`src/design/lc3Pkg.sv`:
```
`default_nettype none

package lc3Pkg;

	// datapath word and field widths
	typedef logic [15:0] word;
	typedef logic [2:0]  regIdx;
	typedef logic [2:0]  nzp;
	typedef logic [1:0]  aluOp;
	typedef logic [1:0]  pcSel;
	typedef logic [1:0]  addr2Sel;

	// register file depth and the link register used by JSR/TRAP style saves
	localparam int    numRegs = 8;
	localparam regIdx linkReg = 3'd7;

	// ALU function codes
	localparam aluOp aluAdd  = 2'd0;
	localparam aluOp aluAnd  = 2'd1;
	localparam aluOp aluNot  = 2'd2;
	localparam aluOp aluPass = 2'd3;

	// next-PC source with code 3 unused
	localparam pcSel pcInc  = 2'd0;
	localparam pcSel pcBus  = 2'd1;
	localparam pcSel pcAddr = 2'd2;

	// address adder offset taken from IR
	localparam addr2Sel offZero   = 2'd0;
	localparam addr2Sel offSext6  = 2'd1;
	localparam addr2Sel offSext9  = 2'd2;
	localparam addr2Sel offSext11 = 2'd3;

	// one cycle of control from the sequencer
	typedef struct packed {
		logic    ldMar;
		logic    ldMdr;
		logic    ldIr;
		logic    ldBen;
		logic    ldCc;
		logic    ldReg;
		logic    ldPc;
		logic    gatePc;
		logic    gateMdr;
		logic    gateAlu;
		logic    gateMarMux;
		pcSel    pcMux;
		addr2Sel addr2Mux;
		aluOp    aluK;
		// drMux high selects R7
		// sr1Mux high selects IR[11:9]
		logic    drMux;
		logic    sr1Mux;
		// sr2Mux high selects imm5
		// addr1Mux high selects SR1 as base
		logic    sr2Mux;
		logic    addr1Mux;
		logic    mioEn;
	} ctrlWord;

endpackage

`default_nettype wire
```
`src/design/datapath.sv`:
```
`timescale 1ns/1ps
`default_nettype none

module datapath
	import lc3Pkg::*;
(
	input  logic    Clk,
	input  logic    reset,
	input  ctrlWord ctrl,
	input  word     mdrIn,
	output word     mar,
	output word     mdr,
	output word     ir,
	output word     pc,
	output logic    ir5,
	output logic    ir11,
	output logic    ben
);

	word bus;
	word addrSum;
	word sr1Out;
	word sr2Out;
	word aluOut;

	// shared bus with MDR at the highest priority
	always_comb begin
		if (ctrl.gateMdr)
			bus = mdr;
		else if (ctrl.gateAlu)
			bus = aluOut;
		else if (ctrl.gatePc)
			bus = pc;
		else if (ctrl.gateMarMux)
			bus = addrSum;
		else
			bus = '0;
	end

	memRegs memRegs_inst (
		.Clk   (Clk),
		.reset (reset),
		.ldMar (ctrl.ldMar),
		.ldMdr (ctrl.ldMdr),
		.ldIr  (ctrl.ldIr),
		.mioEn (ctrl.mioEn),
		.bus   (bus),
		.mdrIn (mdrIn),
		.mar   (mar),
		.mdr   (mdr),
		.ir    (ir)
	);

	pcUnit pcUnit_inst (
		.Clk     (Clk),
		.reset   (reset),
		.ldPc    (ctrl.ldPc),
		.pcMux   (ctrl.pcMux),
		.bus     (bus),
		.addrSum (addrSum),
		.pc      (pc)
	);

	addressUnit addressUnit_inst (
		.ir       (ir),
		.pc       (pc),
		.sr1Out   (sr1Out),
		.addr1Mux (ctrl.addr1Mux),
		.addr2Mux (ctrl.addr2Mux),
		.addrSum  (addrSum)
	);

	regFile regFile_inst (
		.Clk    (Clk),
		.reset  (reset),
		.ldReg  (ctrl.ldReg),
		.drMux  (ctrl.drMux),
		.sr1Mux (ctrl.sr1Mux),
		.ir     (ir),
		.bus    (bus),
		.sr1Out (sr1Out),
		.sr2Out (sr2Out)
	);

	alu alu_inst (
		.sr1Out (sr1Out),
		.sr2Out (sr2Out),
		.ir     (ir),
		.sr2Mux (ctrl.sr2Mux),
		.aluK   (ctrl.aluK),
		.aluOut (aluOut)
	);

	branchEnable branchEnable_inst (
		.Clk   (Clk),
		.reset (reset),
		.ldCc  (ctrl.ldCc),
		.ldBen (ctrl.ldBen),
		.bus   (bus),
		.ir    (ir),
		.ben   (ben)
	);

	// status bits the sequencer decodes on
	assign ir5  = ir[5];
	assign ir11 = ir[11];

	// a second active gate would be hidden by the priority mux
	oneGate: assert property (@(posedge Clk) disable iff (reset)
		$onehot0({ctrl.gateMdr, ctrl.gateAlu, ctrl.gatePc, ctrl.gateMarMux}));

endmodule

`default_nettype wire

```
`src/design/branchEnable.sv`:
```
`timescale 1ns/1ps
`default_nettype none

module branchEnable
	import lc3Pkg::*;
(
	input  logic Clk,
	input  logic reset,
	input  logic ldCc,
	input  logic ldBen,
	input  word  bus,
	input  word  ir,
	output logic ben
);

	nzp cc;
	nzp ccNext;
	nzp ccMatch;

	// sign of the bus value as N, Z, P
	always_comb begin
		if (bus[15])
			ccNext = 3'b100;
		else if (bus == '0)
			ccNext = 3'b010;
		else
			ccNext = 3'b001;
	end

	// IR[11:9] holds the n, z, p request bits of a BR
	assign ccMatch = ir[11:9] & cc;

	always_ff @(posedge Clk) begin
		if (reset) begin
			cc  <= '0;
			ben <= 1'b0;
		end else begin
			if (ldCc)
				cc <= ccNext;
			if (ldBen)
				ben <= |ccMatch;
		end
	end

endmodule

`default_nettype wire

```
`src/design/alu.sv`:
```
`timescale 1ns/1ps
`default_nettype none

module alu
	import lc3Pkg::*;
(
	input  word  sr1Out,
	input  word  sr2Out,
	input  word  ir,
	input  logic sr2Mux,
	input  aluOp aluK,
	output word  aluOut
);

	word imm5;
	word opB;

	// immediate form when IR[5] is set
	assign imm5 = {{11{ir[4]}}, ir[4:0]};
	assign opB  = sr2Mux ? imm5 : sr2Out;

	always_comb begin
		case (aluK)
			aluAdd:  aluOut = sr1Out + opB;
			aluAnd:  aluOut = sr1Out & opB;
			aluNot:  aluOut = ~sr1Out;
			// pass is how a register reaches the bus
			aluPass: aluOut = sr1Out;
			default: aluOut = sr1Out;
		endcase
	end

endmodule

`default_nettype wire

```
`src/design/regFile.sv`:
```
`timescale 1ns/1ps
`default_nettype none

module regFile
	import lc3Pkg::*;
(
	input  logic Clk,
	input  logic reset,
	input  logic ldReg,
	input  logic drMux,
	input  logic sr1Mux,
	input  word  ir,
	input  word  bus,
	output word  sr1Out,
	output word  sr2Out
);

	word   regs [numRegs];
	regIdx dr;
	regIdx sr1;
	regIdx sr2;

	// destination is R7 for link saves
	assign dr = drMux ? linkReg : ir[11:9];

	// sr1Mux high picks IR[11:9] so stores can read their source register
	assign sr1 = sr1Mux ? ir[11:9] : ir[8:6];

	// SR2 field is fixed
	assign sr2 = ir[2:0];

	always_ff @(posedge Clk) begin
		if (reset) begin
			for (int i = 0; i < numRegs; i++) begin
				regs[i] <= '0;
			end
		end else if (ldReg) begin
			regs[dr] <= bus;
		end
	end

	// asynchronous reads
	assign sr1Out = regs[sr1];
	assign sr2Out = regs[sr2];

endmodule

`default_nettype wire

```
`src/design/addressUnit.sv`:
```
`timescale 1ns/1ps
`default_nettype none

module addressUnit
	import lc3Pkg::*;
(
	input  word     ir,
	input  word     pc,
	input  word     sr1Out,
	input  logic    addr1Mux,
	input  addr2Sel addr2Mux,
	output word     addrSum
);

	word base;
	word offset;
	word off6;
	word off9;
	word off11;

	// base is PC for PC-relative forms and SR1 for base+offset forms
	assign base = addr1Mux ? sr1Out : pc;

	// offset6 for LDR/STR, PCoffset9 for LD/ST/BR, PCoffset11 for JSR
	assign off6  = {{10{ir[5]}}, ir[5:0]};
	assign off9  = {{7{ir[8]}}, ir[8:0]};
	assign off11 = {{5{ir[10]}}, ir[10:0]};

	always_comb begin
		case (addr2Mux)
			offZero:   offset = '0;
			offSext6:  offset = off6;
			offSext9:  offset = off9;
			offSext11: offset = off11;
			default:   offset = '0;
		endcase
	end

	// wraps at 16 bits like the address space
	assign addrSum = base + offset;

endmodule

`default_nettype wire

```
`src/design/pcUnit.sv`:
```
`timescale 1ns/1ps
`default_nettype none

module pcUnit
	import lc3Pkg::*;
(
	input  logic Clk,
	input  logic reset,
	input  logic ldPc,
	input  pcSel pcMux,
	input  word  bus,
	input  word  addrSum,
	output word  pc
);

	word pcNext;

	// next-PC select
	always_comb begin
		case (pcMux)
			pcInc:   pcNext = pc + 16'd1;
			pcBus:   pcNext = bus;
			pcAddr:  pcNext = addrSum;
			// unused code holds the current PC
			default: pcNext = pc;
		endcase
	end

	always_ff @(posedge Clk) begin
		if (reset)
			pc <= '0;
		else if (ldPc)
			pc <= pcNext;
	end

	validPcSel: assert property (@(posedge Clk) disable iff (reset)
		ldPc |-> (pcMux != 2'd3));

endmodule

`default_nettype wire

```
`src/design/memRegs.sv`:
```
`timescale 1ns/1ps
`default_nettype none

module memRegs
	import lc3Pkg::*;
(
	input  logic Clk,
	input  logic reset,
	input  logic ldMar,
	input  logic ldMdr,
	input  logic ldIr,
	input  logic mioEn,
	input  word  bus,
	input  word  mdrIn,
	output word  mar,
	output word  mdr,
	output word  ir
);

	word mdrNext;

	// memory read data or a store value from the bus
	assign mdrNext = mioEn ? mdrIn : bus;

	always_ff @(posedge Clk) begin
		if (reset) begin
			mar <= '0;
			mdr <= '0;
			ir  <= '0;
		end else begin
			if (ldMar)
				mar <= bus;
			if (ldMdr)
				mdr <= mdrNext;
			// IR is fed from the bus, normally with MDR gated on
			if (ldIr)
				ir <= bus;
		end
	end

	// IR needs the MDR value of the previous cycle, never the one being loaded
	noIrMdrOverlap: assert property (@(posedge Clk) disable iff (reset)
		!(ldIr && ldMdr));

endmodule

`default_nettype wire

```
`config.mk`:
```
export PLATFORM = sky130hd
export DESIGN_NAME = datapath
export DESIGN_NICKNAME = d
export VERILOG_FILES = /design/src/design/lc3Pkg.sv /design/src/design/datapath.sv /design/src/design/branchEnable.sv /design/src/design/alu.sv /design/src/design/regFile.sv /design/src/design/addressUnit.sv /design/src/design/pcUnit.sv /design/src/design/memRegs.sv
export SDC_FILE = /design/constraint.sdc
export NUM_CORES = 1
export LEC_CHECK = 0
export ABC_AREA = 0
export BUFFER_PORTS_ARGS = -buffer_cell sky130_fd_sc_hd__buf_2
export CAP_MARGIN = 20
export CORE_MARGIN = 3
export CORE_UTILIZATION = 47
export CTS_BUF_LIST = sky130_fd_sc_hd__clkbuf_16
export CTS_CLUSTER_DIAMETER = 50
export DETAILED_ROUTE_END_ITERATION = 8
export PLACE_DENSITY = 0.67
export SYNTH_ARGS = -nofsm -noshare
export SYNTH_HDL_FRONTEND = slang
export SYNTH_HIERARCHICAL = 1
export SYNTH_SLANG_ARGS = --single-unit
export TNS_END_PERCENT = 50
```
`constraint.sdc`:
```
create_clock -name Clk -period 12 [get_ports Clk]
set_input_delay 2.4 -clock Clk [delete_from_list [all_inputs] [get_ports Clk]]
set_output_delay 2.4 -clock Clk [all_outputs]
set_load 0.05 [all_outputs]
```
* Word-level counts from Yosys, hierarchy flattened
Memories as Yosys holds them, arrays and structs flattened. A register that Yosys moved wholly into a read port is not among the register bits. Index checks and enable logic that the tools add are counted.
Cells by class: reduce and logical (&&, ||, !) cells 8, mux-type cells 24, bitwise gates (word level) 3, equality and inequality tests 8, add/sub/neg operators 3
Operator list (number):
- 16-bit two-way mux | 8
- 16-bit one-hot mux with 4 select lines | 2
- 16-bit one-hot mux with 3 select lines | 1
- 16-bit adder | 2
- 3-bit two-way mux | 6
- 16-bit by 1-bit adder with 16-bit output (second input constant) | 1
- 16-bit AND | 1
- 16-bit logical NOT | 1
- 16-bit inverter | 1
- 16-bit OR reduction | 1
- 2-bit == test (second input constant) | 5
- 2-bit by 1-bit == test with 1-bit output (second input constant) | 3
- 2-bit logical NOT | 3
- 1-bit two-way mux | 6
- 3-bit AND | 1
- 3-bit nonzero test | 1
- 3-bit OR reduction | 1
- 2-bit two-way mux | 1
- 2-bit AND reduction | 1
Storage, ports and cells: memories 1, RAM bits 128, flip-flop bits (word level) 68, input port bits 40, logic and storage cells 53
Memory list:
- regFile_inst.regs | words 8, bits a word 16, read ports 2, clocked after memory_dff 1, wr ports 8, line regFile.sv:18 | word regs [numRegs];

* Depth between registers and ports, before layout
An unclocked memory read counts as a cell.
depth after elaboration 11, mapped depth 21, depth with buffers taken out 18

* Modules after synthesis
Netlist, hierarchy kept.
By module, submodules not included:
- regFile | seq. area each 3843.7 um^2, times used 1, cells an instance 639, area each 7367.1 um^2
- memRegs | seq. area each 960.9 um^2, times used 1, cells an instance 174, area each 1838.0 um^2
- alu | seq. area each 0.0 um^2, times used 1, cells an instance 208, area each 1378.8 um^2
- pcUnit | seq. area each 320.3 um^2, times used 1, cells an instance 144, area each 1162.4 um^2
- addressUnit | seq. area each 0.0 um^2, times used 1, cells an instance 133, area each 1036.0 um^2
- datapath | seq. area each 0.0 um^2, times used 1, cells an instance 63, area each 415.4 um^2
- branchEnable | seq. area each 80.1 um^2, times used 1, cells an instance 20, area each 177.7 um^2

* Worst setup path after synthesis
Ideal clock, no wire load.
kind input port to flip-flop, start point input ctrl[3] (netlist bit), end point register pcUnit_inst.pc[13], stages 20, arrival 6228 ps, path slack 5680 ps, data required time 11908 ps, buffers on the path 3, cell sequence buf_6 -> mux2_4 -> buf_6 -> buf_6 -> nand2_1 -> a21oi_1 -> a311o_1 -> mux2_2 -> ha_1 -> a21o_1 -> o21bai_4 -> o31ai_4 -> o211ai_2 -> xor2_1 -> nand3b_1 -> a31oi_1 -> a22oi_1 -> o21bai_1 -> a31oi_1 -> nor4_1
Between the ends: cells in the longest elaborated chain, start to end 9, elaborated cells on any way between the ends 13, those cells by class add/sub (2); mux (8); bitwise (2); memory (1)
Ends and longest elaborated chain:
- start: declaration | line datapath.sv:9 | input ctrlWord ctrl,
- 3-bit two-way mux | line regFile.sv:27 | assign sr1 = sr1Mux ? ir[11:9] : ir[8:6];
- memory 8 x 16 bit
- net sr1Out[4] | line datapath.sv:22 | word sr1Out;
- 16-bit two-way mux | line addressUnit.sv:22 | assign base = addr1Mux ? sr1Out : pc;
- 16-bit adder | line addressUnit.sv:40 | assign addrSum = base + offset;
- net addrSum[13] | line datapath.sv:21 | word addrSum;
- 16-bit two-way mux | line datapath.sv:34 | else if (ctrl.gateMarMux)
- 16-bit two-way mux | line datapath.sv:32 | else if (ctrl.gatePc)
- 16-bit two-way mux | line datapath.sv:30 | else if (ctrl.gateAlu)
- 16-bit two-way mux | line datapath.sv:28 | if (ctrl.gateMdr)
- net bus[13] | line datapath.sv:20 | word bus;
- 16-bit one-hot mux with 3 select lines | line pcUnit.sv:20 | case (pcMux)
- end signal: assignment | line pcUnit.sv:33 | pc <= pcNext;
- end: declaration | line pcUnit.sv:13 | output word pc
The timed path passes the listed nets, and every way through them passes these cells. A chain may end at the register's enable or synchronous reset.

* Worst setup path in the final report
Ends and elaborated chain as after synthesis.

==> summary.txt <==
Placement
  • Port bufs: 106
  • Placer Congestion: 0.958
  • Dpl hpwl: about 30000 um
  • Post-DP Area: 14100 um^2

Clock tree
  • Hold_buf cts: 0
  • Clock buffer depth: 2
  • Post-CTS Setup Repair Bufs: 0
  • Worst-path clk slew: 80 ps
  • CTS tree: built
  • Worst skew pair latency: 450 ps
  • Post-cts resize count: 0
  • TritonCTS buffer count: 17
  • H-tree depth: 4
  • Clock sink count: 196
  • Root Buffer Master: clkbuf_16

Synthesis
  • Synth area leaders: edfxtp_1 (29%), dfxtp_1 (10%), and2_1 (6.0%)
  • Mapped Area: 13400 um^2
  • Syn Inst Count: 1381
  • Main synth FF type: edfxtp_1
  • Most frequent cells after synthesis: nor2_1 (153), nand2_1 (132), and2_1 (129)
  • Synth warn: 6
  • Sequential-to-total area share from yosys stat: 0.389
  • Synth cell types: 88
  • Count leader, synth: nor2_1
  • Number of synthesized flops with an enable pin: approximately 130
  • Post-synthesis async set-or-reset flop share: 0
  • Syn_nets: between 1000 and 1500
  • Area leader, netlist: edfxtp_1
  • Top cell type's share of synthesized area: 0.287
  • Post-Syn Area per Cell: around 9.7 um^2
  • Synthesis-stage register bit count: between 150 and 200

Floorplanning
  • Core Box Area: 27900 um^2
  • Die height: 175 um
  • Starting density of the core: 0.479
  • Die ar.: approximately 30000 um^2
  • Io pins: 107
  • Die Width: ~170 um
  • # rows: 61

Global routing
  • Largest net degree at the start of global routing: 69
  • First-pass GRT wire length: a little under 70000 um
  • Vias in the first global route: 11200
  • GR Util met1: 0.410
  • GRT overflow: 0
  • Met2 global-route usage: 0.456
  • All-Layer GR Usage: 0.294
  • Initial antenna violation count: 0
  • Grt peak-use layer: met2
  • GR met3 Demand/Resource: 0.0671

Route
  • Vias per cell: 6.41
  • Drt wl/cell: approximately 25 um
  • Final ANT Viol Nets: 0
  • 1st-iter DRT viols: 1519
  • DRC: 0
  • Drt first pass iters: 8
  • Post-Route WL: 45700 um
  • Via Count: 11800

Worst setup path
  • CP Launch Type: input pin
  • Crit path buffers/inverters: 1
  • Slowest stage delay, CP: about 830 ps
  • Critical path's slowest cell: a31oi_1
  • CP cell instances: buf_2 > nand2b_1 > a21o_4 > a21oi_1 > a311o_1 > mux2_2 > ha_1 > a211oi_2 > o21bai_4 > o31ai_4 > o211ai_2 > xor2_1 > nand3b_1 > a31oi_1 > a22oi_1 > o21bai_1 > a31oi_1 > nor4_1
  • Critical path class: in2reg
  • Endpoint class of the critical path: flop
  • CP max FO: 17
  • WP data required: 12350 ps
  • CP top delay family: compound AO/OA/AOI/OAI gates
  • Crit path DAT: 7740 ps
  • Most used cell along the critical path: a31oi_1

Layout
  • Final #Nets: between 1500 and 2000
  • Layout cells sized above 1: 0.198
  • Area growth syn-to-layout: 9.71%
  • Fillers: 2592
  • Inserted Diodes: 0
  • Design area: 14700 um^2

Timing
  • # setup viols final: 0
  • Worst slew margin: 0.280
  • Hold Violations, Final: 0
  • Final period demand of the worst path: 7390 ps
  • Max Slew Vio Count: 0
  • Worst-Margin Slew: 1080 ps
  • Period utilization: 0.616
  • Final Skew: 17.2 ps
  • FMAX: between 100 and 150 MHz
  • Setup tns final: 0 ps
  • RSZ-0062 raised after global routing: false

Power
  • Power consumption: 0.00194 W
  • Comb pwr share: 0.287
  • Clock power share: 0.306
  • Sw frac: 0.364
  • Net switching power: ~0.0007 W
  • Maximum VDD drop: 0.0000862 V
  • Sequential share of power: 0.407
  • Int Pwr: 0.00123 W
  • Power per cell area: 132 nW/um^2
  • P_leak: 5.79 nW

Job
  • Max-Cap Viols: 0

Min path
  • Worst Hold Class: reg2reg

Status
  • Status: complete, no violations
[layer usage]
metal	vias up	wire (um)
li1	5201	-
met2	763	20400
met3	109	5270
met1	5688	18700
met5	-	0
met4	0	1330
[tightest hold or removal path, stage by stage, from the launching register on]
cell,delay (ps)
dfxtp_1,330
nand2_1,50
o21ai_0,60
[power groups by stage]
| stage | Combinational (W) | Sequential [W] | Clock, W |
|---|---|---|---|
| final | 0.000557 | 0.000789 | 0.000593 |
| after global routing | 0.000595 | 0.000792 | 0.000620 |
| after CTS | 0.000546 | 0.000787 | 0.000595 |
| after detailed placement | 0.000543 | 0.000802 | 0 |
| after global placement | 0.000539 | 0.000801 | 0 |
| after floorplan | 0.000342 | 0.000843 | 0 |
[layout by cell type (no fill, tap or decap), types with 18 or more instances in the layout]
cell type | netlist | final
clkbuf_16 | 0 | 18
edfxtp_1 | 128 | 128
xnor2_1 | 19 | 19
mux2i_1 | 64 | 63
buf_2 | 23 | 106
a21oi_1 | 82 | 82
inv_1 | 30 | 31
and2_1 | 129 | 129
mux4_2 | 32 | 32
dfxtp_1 | 68 | 67
ha_1 | 36 | 36
a22oi_1 | 24 | 24
a211oi_1 | 20 | 20
buf_4 | 20 | 32
mux2_2 | 37 | 37
nand2_1 | 132 | 132
o211ai_1 | 20 | 20
nor2_1 | 153 | 153
o22ai_1 | 20 | 20
o21ai_0 | 73 | 73
[cells by family after synthesis]
| logic type | synth area share |
|---|---|
| adder cells (fa/ha/maj) | 0.0352 |
| multiplexers | 0.135 |
| AND/OR/NAND/NOR | 0.188 |
| buffers and inverters | 0.0507 |
| flip-flops | 0.389 |
| AO/OA/AOI/OAI | 0.182 |
| XOR/XNOR | 0.0190 |
[sequential cells by signal (all words and copies together), names as in the netlist]
| signal | count |
|---|---|
| regFile_inst/regs | 128 |
| memRegs_inst/ir | 16 |
| memRegs_inst/mar | 16 |
| memRegs_inst/mdr | 16 |
| pcUnit_inst/pc | 16 |
| branchEnable_inst/cc | 3 |
| branchEnable_inst/ben | 1 |
[through the flow]
step | cells | setup WS (ps) | utilization | hold WS, ps
after floorplan | 1381 | 5680 | - | 426
after global placement | 1800 | 4430 | 0.503 | 462
after detailed placement | 1801 | 4360 | 0.503 | 471
after CTS | 1833 | 4770 | 0.525 | 488
after global routing | 1834 | 4430 | 0.525 | 508
final | 1834 | 4610 | 0.525 | 489
[final timing paths]
check	start	end	slack [ps]	cells past startpoint
worst max register to register	memRegs_inst/ir[7]	pcUnit_inst/pc[13]	6420	17
worst max-delay path	ctrl[3]	pcUnit_inst/pc[13]	4610	18
worst min register to register	branchEnable_inst/cc[1]	branchEnable_inst/cc[1]	490	2
worst min-delay path	branchEnable_inst/cc[1]	branchEnable_inst/cc[1]	490	2
[final cells by class]
class	instances	area (um^2)	area share
multi-input combinational	1060	7500	0.511
timing repair buffer	138	771	0.0525
clock buffer	18	450	0.0307
sequential	196	5210	0.355
inverter	30	113	0.00767
clock inverter	14	156	0.0107
tap	378	473	0.0322
(Power assumes the default switching activity.)
